### src/hdl/flash_pkg.sv
package flash_pkg;

	// ********************
	// bus and flash geometry.
	// ********************

	// wishbone byte address width.
	localparam int WB_ADR_WIDTH = 32;
	// flash halfword address width.
	localparam int FLASH_ADR_WIDTH = 22;
	// the flash data bus is one halfword.
	localparam int FLASH_DATA_WIDTH = 16;

	// ********************
	// read timing.
	// ********************

	// counter index at which the halfword is sampled.
	// 13 cycles of 10 ns cover a 110 ns part with margin.
	localparam int FLASH_WAIT_CYCLES = 12;
	// wide enough to hold FLASH_WAIT_CYCLES.
	localparam int FLASH_WAIT_WIDTH = 4;

	// controller states.
	localparam logic [1:0] FLASH_ST_IDLE = 2'd0;
	localparam logic [1:0] FLASH_ST_READ = 2'd1;
	localparam logic [1:0] FLASH_ST_ACK  = 2'd2;

	// arbiter grant codes.
	localparam logic GRANT_IBUS = 1'b0;
	localparam logic GRANT_DBUS = 1'b1;

	// ********************
	// assembled read word.
	// ********************

	// seen whole by wishbone, filled one halfword at a time by the controller.
	// hi is the first halfword read, lo the second.
	typedef union packed {
		logic [2*FLASH_DATA_WIDTH-1:0] word;
		struct packed {
			logic [FLASH_DATA_WIDTH-1:0] hi;
			logic [FLASH_DATA_WIDTH-1:0] lo;
		} half;
	} flash_word_t;

endpackage

### src/hdl/norflash16.sv
`timescale 1ns/10ps

module norflash16 (
	input  logic                                    sys_clk,
	input  logic                                    sys_rst,

	// wishbone slave, reads only.
	input  logic [flash_pkg::WB_ADR_WIDTH-1:0]      wb_adr_i,
	input  logic                                    wb_cyc_i,
	input  logic                                    wb_stb_i,
	output logic [$bits(flash_pkg::flash_word_t)-1:0] wb_dat_o,
	output logic                                    wb_ack_o,

	// flash chip pins.
	output logic [flash_pkg::FLASH_ADR_WIDTH-1:0]   flash_adr_o,
	input  logic [flash_pkg::FLASH_DATA_WIDTH-1:0]  flash_d_i
);

	import flash_pkg::*;

	// upper flash address bits, from the wishbone word index.
	logic [FLASH_ADR_WIDTH-2:0]  flash_adr_msb;
	// selects the first or second halfword of the word.
	logic                        flash_adr_lsb;
	// assembled read word.
	flash_word_t                 rd_word;
	// flash data with its two bytes exchanged.
	logic [FLASH_DATA_WIDTH-1:0] flash_d_swap;
	// wishbone request seen.
	logic                        wb_req;
	// wait counter.
	logic [FLASH_WAIT_WIDTH-1:0] counter;
	logic                        counter_en;
	logic                        counter_done;
	// store the current halfword.
	logic                        load;
	// fsm state.
	logic [1:0]                  state;
	logic [1:0]                  next_state;

	assign wb_req = wb_cyc_i && wb_stb_i;
	assign flash_d_swap = {flash_d_i[7:0], flash_d_i[15:8]};
	assign flash_adr_o = {flash_adr_msb, flash_adr_lsb};
	assign wb_dat_o = rd_word.word;

	// ********************
	// flash address.
	// ********************

	// only loaded while a cycle is active, so the pins stay quiet otherwise.
	// wishbone bits 21..2 give the word index; the top flash bit stays zero.
	always_ff @(posedge sys_clk) begin
		if (wb_req) begin
			flash_adr_msb <= {1'b0, wb_adr_i[FLASH_ADR_WIDTH-1:2]};
		end
	end

	// first halfword at lsb 0, then toggle after each sample.
	// two toggles per word bring it back to 0.
	always_ff @(posedge sys_clk) begin
		if (sys_rst) begin
			flash_adr_lsb <= 1'b0;
		end else if (load) begin
			flash_adr_lsb <= ~flash_adr_lsb;
		end
	end

	// ********************
	// read data.
	// ********************

	// lsb 0 fills the upper half, lsb 1 the lower half.
	always_ff @(posedge sys_clk) begin
		if (load) begin
			if (!flash_adr_lsb) begin
				rd_word.half.hi <= flash_d_swap;
			end else begin
				rd_word.half.lo <= flash_d_swap;
			end
		end
	end

	// ********************
	// wait counter.
	// ********************

	// counts 0..FLASH_WAIT_CYCLES while enabled, then wraps for the next halfword.
	assign counter_done = (counter == FLASH_WAIT_WIDTH'(FLASH_WAIT_CYCLES));

	always_ff @(posedge sys_clk) begin
		if (sys_rst) begin
			counter <= '0;
		end else if (counter_en && !counter_done) begin
			counter <= counter + 1'b1;
		end else begin
			counter <= '0;
		end
	end

	// ********************
	// control fsm.
	// ********************

	always_ff @(posedge sys_clk) begin
		if (sys_rst) begin
			state <= FLASH_ST_IDLE;
		end else begin
			state <= next_state;
		end
	end

	always_comb begin
		next_state = state;
		counter_en = 1'b0;
		load = 1'b0;
		wb_ack_o = 1'b0;
		case (state)
			// wait for a request.
			FLASH_ST_IDLE: begin
				if (wb_req) begin
					next_state = FLASH_ST_READ;
				end
			end
			// two timed halfword reads.
			FLASH_ST_READ: begin
				counter_en = 1'b1;
				if (counter_done) begin
					load = 1'b1;
					// second halfword done.
					if (flash_adr_lsb) begin
						next_state = FLASH_ST_ACK;
					end
				end
			end
			// one ack cycle, word is complete.
			FLASH_ST_ACK: begin
				wb_ack_o = 1'b1;
				next_state = FLASH_ST_IDLE;
			end
			default: begin
				next_state = FLASH_ST_IDLE;
			end
		endcase
	end

endmodule

### src/hdl/wb_flash_arbiter.sv
`timescale 1ns/10ps

module wb_flash_arbiter (
	input  logic                                      sys_clk,
	input  logic                                      sys_rst,

	// instruction fetch master.
	input  logic [flash_pkg::WB_ADR_WIDTH-1:0]        ibus_adr_i,
	input  logic                                      ibus_cyc_i,
	input  logic                                      ibus_stb_i,
	output logic [$bits(flash_pkg::flash_word_t)-1:0] ibus_dat_o,
	output logic                                      ibus_ack_o,

	// data master.
	input  logic [flash_pkg::WB_ADR_WIDTH-1:0]        dbus_adr_i,
	input  logic                                      dbus_cyc_i,
	input  logic                                      dbus_stb_i,
	output logic [$bits(flash_pkg::flash_word_t)-1:0] dbus_dat_o,
	output logic                                      dbus_ack_o,

	// shared slave port.
	output logic [flash_pkg::WB_ADR_WIDTH-1:0]        s_adr_o,
	output logic                                      s_cyc_o,
	output logic                                      s_stb_o,
	input  logic [$bits(flash_pkg::flash_word_t)-1:0] s_dat_i,
	input  logic                                      s_ack_i
);

	import flash_pkg::*;

	// current owner of the slave.
	logic grant;
	// owner for the next cycle.
	logic grant_next;

	// ********************
	// grant.
	// ********************

	// the owner keeps the slave as long as it holds cyc.
	// once it lets go, a waiting master takes over on the next edge.
	// with both masters busy this alternates, since the previous
	// owner must drop cyc before it can win again.
	always_comb begin
		grant_next = grant;
		case (grant)
			GRANT_IBUS: begin
				if (!ibus_cyc_i && dbus_cyc_i) begin
					grant_next = GRANT_DBUS;
				end
			end
			GRANT_DBUS: begin
				if (!dbus_cyc_i && ibus_cyc_i) begin
					grant_next = GRANT_IBUS;
				end
			end
			default: begin
				grant_next = GRANT_IBUS;
			end
		endcase
	end

	// instruction fetch owns the slave out of reset.
	always_ff @(posedge sys_clk) begin
		if (sys_rst) begin
			grant <= GRANT_IBUS;
		end else begin
			grant <= grant_next;
		end
	end

	// ********************
	// request path.
	// ********************

	// only the owner's address and strobes reach the controller.
	// a master without the grant just waits with stb high.
	always_comb begin
		if (grant == GRANT_DBUS) begin
			s_adr_o = dbus_adr_i;
			s_cyc_o = dbus_cyc_i;
			s_stb_o = dbus_stb_i;
		end else begin
			s_adr_o = ibus_adr_i;
			s_cyc_o = ibus_cyc_i;
			s_stb_o = ibus_stb_i;
		end
	end

	// ********************
	// response path.
	// ********************

	// read data is shared, it is only valid with ack.
	assign ibus_dat_o = s_dat_i;
	assign dbus_dat_o = s_dat_i;

	// ack goes to the owner alone.
	// the other master never sees a completion that is not its own.
	assign ibus_ack_o = s_ack_i && (grant == GRANT_IBUS);
	assign dbus_ack_o = s_ack_i && (grant == GRANT_DBUS);

endmodule

### src/hdl/flash_subsys_top.sv
`timescale 1ns/10ps

module flash_subsys_top (
	input  logic                                      sys_clk,
	input  logic                                      sys_rst,

	// instruction fetch port.
	input  logic [flash_pkg::WB_ADR_WIDTH-1:0]        ibus_adr_i,
	input  logic                                      ibus_cyc_i,
	input  logic                                      ibus_stb_i,
	output logic [$bits(flash_pkg::flash_word_t)-1:0] ibus_dat_o,
	output logic                                      ibus_ack_o,

	// data port.
	input  logic [flash_pkg::WB_ADR_WIDTH-1:0]        dbus_adr_i,
	input  logic                                      dbus_cyc_i,
	input  logic                                      dbus_stb_i,
	output logic [$bits(flash_pkg::flash_word_t)-1:0] dbus_dat_o,
	output logic                                      dbus_ack_o,

	// nor flash pins, chip controls tied active on the board.
	output logic [flash_pkg::FLASH_ADR_WIDTH-1:0]     flash_adr_o,
	input  logic [flash_pkg::FLASH_DATA_WIDTH-1:0]    flash_d_i
);

	import flash_pkg::*;

	// ********************
	// arbiter to controller.
	// ********************

	logic [WB_ADR_WIDTH-1:0]        s_adr;
	logic                           s_cyc;
	logic                           s_stb;
	logic [$bits(flash_word_t)-1:0] s_dat;
	logic                           s_ack;

	// picks one master at a time.
	wb_flash_arbiter u_arbiter (
		.sys_clk    (sys_clk),
		.sys_rst    (sys_rst),
		.ibus_adr_i (ibus_adr_i),
		.ibus_cyc_i (ibus_cyc_i),
		.ibus_stb_i (ibus_stb_i),
		.ibus_dat_o (ibus_dat_o),
		.ibus_ack_o (ibus_ack_o),
		.dbus_adr_i (dbus_adr_i),
		.dbus_cyc_i (dbus_cyc_i),
		.dbus_stb_i (dbus_stb_i),
		.dbus_dat_o (dbus_dat_o),
		.dbus_ack_o (dbus_ack_o),
		.s_adr_o    (s_adr),
		.s_cyc_o    (s_cyc),
		.s_stb_o    (s_stb),
		.s_dat_i    (s_dat),
		.s_ack_i    (s_ack)
	);

	// ********************
	// flash controller.
	// ********************

	// two halfword reads per wishbone word.
	norflash16 u_norflash (
		.sys_clk     (sys_clk),
		.sys_rst     (sys_rst),
		.wb_adr_i    (s_adr),
		.wb_cyc_i    (s_cyc),
		.wb_stb_i    (s_stb),
		.wb_dat_o    (s_dat),
		.wb_ack_o    (s_ack),
		.flash_adr_o (flash_adr_o),
		.flash_d_i   (flash_d_i)
	);

endmodule

### config.mk
export PLATFORM = sky130hd
export DESIGN_NAME = flash_subsys_top
export DESIGN_NICKNAME = d
export VERILOG_FILES = /design/src/hdl/flash_pkg.sv /design/src/hdl/norflash16.sv /design/src/hdl/wb_flash_arbiter.sv /design/src/hdl/flash_subsys_top.sv
export SDC_FILE = /design/constraint.sdc
export NUM_CORES = 1
export LEC_CHECK = 0
export BUFFER_PORTS_ARGS = -buffer_cell sky130_fd_sc_hd__buf_2
export CAP_MARGIN = 40
export CORE_ASPECT_RATIO = 0.8
export CORE_MARGIN = 3
export CORE_UTILIZATION = 40
export DETAILED_ROUTE_END_ITERATION = 10
export GPL_ROUTABILITY_DRIVEN = 0
export PLACE_DENSITY = 0.84
export SYNTH_ARGS = -nofsm -noshare
export SYNTH_HDL_FRONTEND = slang
export SYNTH_SLANG_ARGS = --single-unit
export TNS_END_PERCENT = 10
### constraint.sdc
create_clock -name sys_clk -period 2.85 [get_ports sys_clk]
set_input_delay 0.855 -clock sys_clk [delete_from_list [all_inputs] [get_ports sys_clk]]
set_output_delay 0.855 -clock sys_clk [all_outputs]
set_load 0.01 [all_outputs]
==> results of run 1 <==
-- how the worst min path moves through the flow --
stage,end,cells past startpoint,from
after floorplan,u_norflash.counter[0],1,u_norflash.counter[0]
after global placement,u_norflash.counter[0],1,u_norflash.counter[0]
after detailed placement,u_norflash.counter[0],1,u_norflash.counter[0]
after CTS,u_norflash.counter[0],1,u_norflash.counter[0]
after global routing,u_norflash.counter[0],1,u_norflash.counter[0]
final,u_norflash.counter[0],1,u_norflash.counter[0]
-- kinds of logic after synthesis --
family,count (synthesis),synth area share [%]
xor+xnor,2,0.717
mux,20,9.21
fa+ha+maj,2,1.02
flops,60,70.4
compound gates,6,1.84
buf+inv,43,12.5
simple gates,17,4.15
other cells,1,0.153
-- report_power, final --
group          internal (mW)  switching [mW]  total (mW)
sequential             0.980         0.00670       0.987
clock                  0.488           0.316       0.804
combinational         0.0621          0.0582       0.120
-- state kept, by name, indices dropped and copies added, names as in the netlist --
signal	flops
u_norflash.flash_adr_lsb	1
u_norflash.state	2
u_norflash.wb_dat_o	32
u_norflash.flash_adr_msb	20
u_arbiter.grant	1
u_norflash.counter	4
-- worst max-delay path, stage by stage (launching register included) --
cell and delay [ns]:
dfxtp_1 0.49, nor3b_1 0.22, buf_2 0.17
-- routing by layer --
layer | GRT usage [%] | vias up
met4 | 5.86 | 0
met3 | 6.44 | 8
li1 | - | 757
met2 | 29.1 | 64
met1 | 14.2 | 766
met5 | 0 | -
-- metrics by stage --
stage	utilization [%]	power [mW]
detailed placement	53.7	1.13
finish	57.5	1.91
global route	57.5	2.00
global placement	53.7	1.12
floorplan	-	1.06
CTS	57.5	1.94
-- placed cells by master, fill, tap and decap left out, types with 2 or more instances in the layout --
| cell type | synthesis | final |
|---|---|---|
| clkinv_2 | 0 | 3 |
| mux2_2 | 3 | 3 |
| nor4_4 | 0 | 2 |
| bufinv_16 | 0 | 2 |
| ha_1 | 2 | 2 |
| mux2_1 | 17 | 17 |
| buf_4 | 34 | 4 |
| nand3_1 | 3 | 3 |
| clkbuf_8 | 0 | 9 |
| nor2_1 | 5 | 5 |
| nand2_1 | 3 | 3 |
| dfxtp_1 | 8 | 8 |
| inv_1 | 5 | 5 |
| buf_2 | 1 | 148 |
| edfxtp_1 | 52 | 52 |
-- area by class of cell --
cell class                      instances  share of cell area (%)
Clock inverter                          7                    2.80
Clock buffer                            9                    3.80
Multi-Input combinational cell         48                    13.3
Tap cell                               78                    2.99
Inverter                                6                   0.690
Sequential cell                        60                    52.8
Timing Repair Buffer                  152                    23.6
==> results_dict.tcl, run 1 <==
set metrics [dict create \
    area_delta_synth_final_pct 33.5 \
    wl_met3_um 357 \
    place_ws_ns 1.06 \
    setup_ws_ns 0.785 \
    syn_nets 239 \
    first_global_vias 1666 \
    max_cap_viol_count 0 \
    fp.dieH_um 75.9 \
    dp.final_hpwl_um 4040 \
    drt_iter0_drc 65 \
    final_cells 360 \
    cts.sinks 60 \
    rsz0062_at_grt "no" \
    fp.coreArea_um2 5680 \
    nets 365 \
    arrival_ns 1.21 \
    regArea_um2 1720 \
    postPlaceCellArea_um2 3050 \
    ys_ff_latch 60 \
    setup-violations-final 0 \
    dr.max_layer_used "met4" \
    holdWs_ns 0.465 \
    synth_cell_type_count 27 \
    r2r_start "u_arbiter.grant" \
    wl_met1_um 1780 \
    seq_area_frac_synth_pct 70.4 \
    syn-cell-area_um2 2440 \
    synth_edf_count 52 \
    cts_tree "built" \
    ys_top_cells_by_area "edfxtp_1 64%, buf_4 10%, mux2_1 7.8%, dfxtp_1 6.6%, mux2_2 1.4%" \
    syn_area_per_cell_um2 16.2 \
    num_rows 24 \
    overflow 0 \
    end_kind "primary output" \
    clock-root-buffer "clkbuf_8" \
    die_width_um 93.4 \
    reg2reg_to "u_norflash.flash_adr_msb[3]" \
    fin_crit_sh_pct 72.5 \
    rr_worst_depth 4 \
    cts_made_buffers 9 \
    antenna_left 0 \
    holdBufCountCts 0 \
    cts_resized 0 \
    yosysWarnings 0 \
    grt_usage_pct 15.3 \
    cts_buffer_depth 2 \
    synth_top_cell_by_area "edfxtp_1" \
    cp_max_fo 6 \
    synth_commonest_cells "52 x edfxtp_1, 34 x buf_4, 17 x mux2_1, 8 x dfxtp_1" \
    path_class "flip-flop to primary output" \
    fin_area_um2 3260 \
    crit_path_end "ibus_ack_o" \
    grt_max_degree 24 \
    reg2reg_slack_ns 1.31 \
    htreeDepth 3 \
    async_flop_share_pct 0 \
    layout-drive-gt1-share_pct 62.8 \
    cts_setup_buffers 0 \
    viasPerCell 4.43 \
    period_needed_ns 2.07 \
    first_pass_iters 4 \
    critPathLaunchType "flip-flop" \
    synth_top_area_share_pct 63.9 \
    antenna_found_initial 0 \
    initial_utilization_pct 43.1 \
    power_density_nw_per_um2 585 \
    synth_cells 151 \
    fmax_mhz 484 \
    holdCritPathClass "flip-flop to flip-flop" \
    cp.required_ns 2.00 \
    drv_slew 0 \
    setup_tns_ns 0 \
    grt_pass1_wl_um 8180 \
    ir_drop_mv 0.320 \
    fin_skew_ns 0.00611 \
    multi_input_area_um2 435 \
    nFillCells 483 \
    clk_pin_slew_ns 0.07 \
    pin_count 174 \
    wirelength_um 5230 \
    insertion_delay_ns 0.33 \
    synth_most_common_cell "edfxtp_1" \
    p_leak_nw 1.42 \
    status "complete, no violations" \
    final_hold_viol_count 0 \
    num_vias 1595 \
    placed_cells 344 \
    synthFlopType "edfxtp_1" \
    num_antenna_cells 0 \
    die_area_um2 7090 \
    drc 0 \
    portBuffers 148 \
    worstSetupStartpoint "u_norflash.state[1]" \
    routedWlPerCell_um 14.5 \
    wl_met2_um 3000 \
]
(Power assumes the default switching activity.)
==> run 2, diff against run 1 <==
==> constraint.sdc (replaced) <==
create_clock -name sys_clk -period 2 [get_ports sys_clk]
set_input_delay 0.6 -clock sys_clk [delete_from_list [all_inputs] [get_ports sys_clk]]
set_output_delay 0.6 -clock sys_clk [all_outputs]
set_load 0.01 [all_outputs]
==> run 2 against run 1 <==
- power up 27%
- critical path depth unchanged
- register-to-register slack lost 0.86 ns
- sequential share of layout area up 0.93 points
- via count grew 0.31%
- final cell count stayed put
- clock skew grew 0.00058 ns
- largest cell class unchanged
==> results_dict.tcl, run 2 (synthesis gave the netlist of run 1 again) <==
set metrics [dict create \
    clock-root-buffer "clkbuf_8" \
    swShare_pct 21.0 \
    layout-drive-gt1-share_pct 62.1 \
    num_vias 1600 \
    fp.coreArea_um2 5680 \
    hold_path_end "u_norflash.wb_dat_o[18]" \
    cts_setup_buffers 0 \
    p_int_mw 1.92 \
    num_antenna_cells 0 \
    routedWlPerCell_um 14.4 \
    antenna_left 0 \
    wirelength_um 5200 \
    final_hold_viol_count 0 \
    drc 0 \
    multi_input_area_um2 435 \
    p_leak_nw 1.39 \
    end_kind "primary output" \
    p_comb_share_pct 6.9 \
    min_from "flash_d_i[10]" \
    fin_skew_ns 0.00669 \
    grt_usage_pct 14.8 \
    grt_pass1_wl_um 7930 \
    nFillCells 477 \
    cts.sinks 60 \
    fp.dieH_um 75.9 \
    final_core_util_pct 56.5 \
    cts_resized 0 \
    insertion_delay_ns 0.32 \
    overflow 0 \
    wl_met3_um 326 \
    drv_slew 0 \
    p_switching_mw 0.510 \
    drt_iter0_drc 77 \
    period_needed_ns 1.79 \
    holdBufCountCts 0 \
    die_area_um2 7090 \
    initial_utilization_pct 43.1 \
    pwr-share-clk_pct 35.2 \
    first_pass_iters 4 \
    htreeDepth 3 \
    critPathLaunchType "flip-flop" \
    grt_max_degree 22 \
    max_cap_viol_count 0 \
    viasPerCell 4.44 \
    cp.required_ns 1.40 \
    reg2reg_to "u_norflash.wb_dat_o[13]" \
    largest_reg_flops 32 \
    holdPathStages 1 \
    fin_crit_sh_pct 89.7 \
    arrival_ns 1.19 \
    cts_tree "built" \
    area_delta_synth_final_pct 31.2 \
    holdWs_ns 0.470 \
    ir_drop_mv 0.353 \
    r2r_start "u_norflash.counter[0]" \
    path_class "flip-flop to primary output" \
    portBuffers 148 \
    layout_common_cells "148 x buf_2, 52 x edfxtp_1, 17 x mux2_1" \
    nets 365 \
    die_width_um 93.4 \
    dp.final_hpwl_um 4050 \
    pwr-share-seq_pct 57.9 \
    first_global_vias 1674 \
    wl_met2_um 3030 \
    cp_max_fo 6 \
    status "complete, no violations" \
    clk_pin_slew_ns 0.06 \
    dr.max_layer_used "met4" \
    rr_worst_depth 5 \
    antenna_found_initial 0 \
    setup-violations-final 0 \
    cts_buffer_depth 2 \
    final_common_cell "buf_2" \
    wl_met1_um 1720 \
    power_density_nw_per_um2 758 \
    pin_count 174 \
    cts_made_buffers 9 \
    num_rows 24 \
    holdCritPathClass "input port to flip-flop" \
    rsz0062_at_grt "no" \
    fmax_mhz 557 \
    worstSetupStartpoint "u_norflash.state[1]" \
    regArea_um2 1720 \
    reg2reg_slack_ns 0.45 \
]
run 2: cell count changes in the layout (fill, tap and decap cells not counted), sizes merged:
cell	change
bufinv	-2
clkbuf	+1
clkinv	+1
run 2: how the worst max path moves through the flow:
stage	endpoint	cells after the start
2_1_floorplan	u_norflash.wb_dat_o[16]	4
6_report	ibus_ack_o	2
3_3_place_gp	u_norflash.wb_dat_o[11]	5
5_1_grt	ibus_ack_o	2
3_5_place_dp	u_norflash.wb_dat_o[0]	5
4_1_cts	ibus_ack_o	2
run 2: area by class of cell:
type                            instances  share of cell area [%]
Clock buffer                           10                    3.98
Clock inverter                          6                   0.975
Inverter                                6                   0.702
Multi-Input combinational cell         48                    13.6
Sequential cell                        60                    53.7
Tap cell                               78                    3.04
Timing Repair Buffer                  152                    24.0
run 2: worst max-delay path, cell delays in order, from the launching register on:
cell	delay [ns]
dfxtp_1	0.50
nor3b_1	0.21
buf_2	0.16
run 2: stage by stage:
step           power (mW)  area, µm²  std cells  TNS, ns  worst slack (ns)
2_1_floorplan        1.51       2440        151   -0.409           -0.0134
3_3_place_gp         1.60       3050        344        0             0.515
3_5_place_dp         1.60       3050        344        0             0.470
4_1_cts              2.47       3210        360        0             0.189
5_1_grt              2.55       3210        360        0            0.0907
6_report             2.43       3210        360        0             0.205
run 2: per-layer routing:
layer / track usage (%) / vias up
met5: 0 / -
met4: 8.35 / 0
met3: 4.85 / 10
met2: 28.5 / 68
met1: 12.9 / 761
li1: - / 761
run 2: power groups by stage:
stage,combinational (mW),sequential (mW),clock (mW)
after global placement,0.163,1.43,0
final,0.168,1.41,0.854
after floorplan,0.0634,1.45,0
after detailed placement,0.170,1.43,0
after global routing,0.185,1.41,0.956
after CTS,0.171,1.41,0.886
==> run 3, diff against run 2 <==
--- a/config.mk
+++ b/config.mk
@@ -12,7 +12,7 @@
 export CORE_UTILIZATION = 40
 export DETAILED_ROUTE_END_ITERATION = 10
 export GPL_ROUTABILITY_DRIVEN = 0
-export PLACE_DENSITY = 0.84
+export PLACE_DENSITY_LB_ADDON = 0.05
 export SYNTH_ARGS = -nofsm -noshare
 export SYNTH_HDL_FRONTEND = slang
 export SYNTH_SLANG_ARGS = --single-unit
==> constraint.sdc (replaced) <==
create_clock -name sys_clk -period 2 [get_ports sys_clk]
set_input_delay 0.4 -clock sys_clk [delete_from_list [all_inputs] [get_ports sys_clk]]
set_output_delay 0.4 -clock sys_clk [all_outputs]
set_load 0.01 [all_outputs]
==> run 3 against run 2 <==
- via count fell by 2.9%
- critical endpoint is now dbus_ack_o
- largest power group unchanged
- critical path type unchanged
- combinational power rose by 4%
- first-iteration DRC count rose by 17%
- maximum frequency rose by 11%
- sequential cell count did not move
==> results_dict.tcl, run 3 (synthesis gave the netlist of run 1 again) <==
set metrics [dict create \
    overflow 0 \
    grt_pass1_wl_um 7470 \
    area_delta_synth_final_pct 32.6 \
    crit_slowest_cell "dfxtp_1" \
    dr.max_layer_used "met4" \
    cp.required_ns 1.60 \
    drt_iter0_drc 90 \
    layout-drive-gt1-share_pct 63.3 \
    relSlewSlack_pct 63.4 \
    power_density_nw_per_um2 778 \
    path_buf_inv 2 \
    cts_setup_buffers 0 \
    grt_usage_pct 14.2 \
    holdBufCountCts 0 \
    num_vias 1553 \
    viasPerCell 4.30 \
    wirelength_um 4920 \
    fin_skew_ns 0.00669 \
    p_leak_nw 1.40 \
    wl_met1_um 1900 \
    num_rows 24 \
    clk_pin_slew_ns 0.07 \
    die_area_um2 7090 \
    die_width_um 93.4 \
    dp.final_hpwl_um 3780 \
    max_stage_delay_ns 0.39 \
    pin_count 174 \
    drc 0 \
    routedWlPerCell_um 13.6 \
    layout_common_cells "148 x buf_2, 52 x edfxtp_1, 17 x mux2_1" \
    ir_drop_mv 0.450 \
    end_kind "primary output" \
    setup_tns_ns 0 \
    critPathTopFamily "flip-flops" \
    cts_made_buffers 9 \
    cts.sinks 60 \
    cts_buffer_depth 2 \
    nets 366 \
    portBuffers 148 \
    wl_met2_um 2370 \
    period_needed_ns 1.62 \
    fin_crit_sh_pct 81.1 \
    wl_met3_um 576 \
    initial_utilization_pct 43.1 \
    holdWs_ns 0.246 \
    status "complete, no violations" \
    num_antenna_cells 0 \
    largest_reg_flops 32 \
    drv_slew 0 \
    cts_tree "built" \
    max_cap_viol_count 0 \
    rsz0062_at_grt "no" \
    cp_cell_sequence "buf_4 > and3_2 > buf_2" \
    htreeDepth 3 \
    insertion_delay_ns 0.33 \
    final_hold_viol_count 0 \
    final_cells 361 \
    clock-root-buffer "clkbuf_8" \
    antenna_left 0 \
    grt_max_degree 18 \
    first_pass_iters 4 \
    holdCritPathClass "input port to flip-flop" \
    placed_cells 345 \
    critPathLaunchType "flip-flop" \
    final_common_cell "buf_2" \
    cp_max_fo 10 \
    first_global_vias 1496 \
    setup-violations-final 0 \
    antenna_found_initial 0 \
    fp.dieH_um 75.9 \
    fmax_mhz 617 \
    arrival_ns 1.22 \
    max_slew.worst_pin.slew_ns 0.548 \
    cts_resized 0 \
    path_class "flip-flop to primary output" \
    fp.coreArea_um2 5680 \
]
run 3: per-stage QoR:
| stage | util [%] | total power [mW] | instance area (µm²) | setup slack (ns) |
|---|---|---|---|---|
| 2_1_floorplan | - | 1.51 | 2440 | -0.0134 |
| 3_3_place_gp | 53.8 | 1.60 | 3050 | 0.237 |
| 3_5_place_dp | 54.0 | 1.61 | 3070 | 0.469 |
| 4_1_cts | 57.1 | 2.55 | 3240 | 0.347 |
| 5_1_grt | 57.1 | 2.63 | 3240 | 0.294 |
| 6_report | 57.1 | 2.52 | 3240 | 0.379 |
run 3: path summary, 6_finish.rpt:
check                                           start                       to  cells past startpoint  slack (ns)
worst min register to register  u_norflash.counter[0]    u_norflash.counter[0]                      1        0.46
worst max register to register  u_norflash.counter[0]  u_norflash.wb_dat_o[30]                      5        0.48
worst min-delay path                    flash_d_i[10]   u_norflash.wb_dat_o[2]                      1        0.25
worst max-delay path                  u_arbiter.grant               dbus_ack_o                      3        0.38
run 3: final cells by class:
class                      instances  area, µm²
clock buffer                       9        124
sequential                        60       1720
timing repair buffer             153        786
fill                             517       2430
multi-input combinational         48        439
inverter                           6       22.5
tap                               78       97.6
clock inverter                     7       51.3
run 3: routing by layer:
layer  up-vias  track usage, %
li1        758               -
met2        87            23.5
met3         6            7.82
met1       702            15.1
met4         0            4.98
met5         -               0
run 3: worst reg2reg max path, delay by kind of cell, from the launching register on:
family,cells,cell delay (ns)
buf+inv,2,0.36
flops,1,0.33
fa+ha+maj,1,0.16
simple gates,2,0.35
run 3: report_power, final:
| part | total (mW) | internal [mW] | switching, mW |
|---|---|---|---|
| sequential | 1.41 | 1.40 | 0.00962 |
| combinational | 0.174 | 0.0924 | 0.0814 |
| clock | 0.943 | 0.452 | 0.492 |
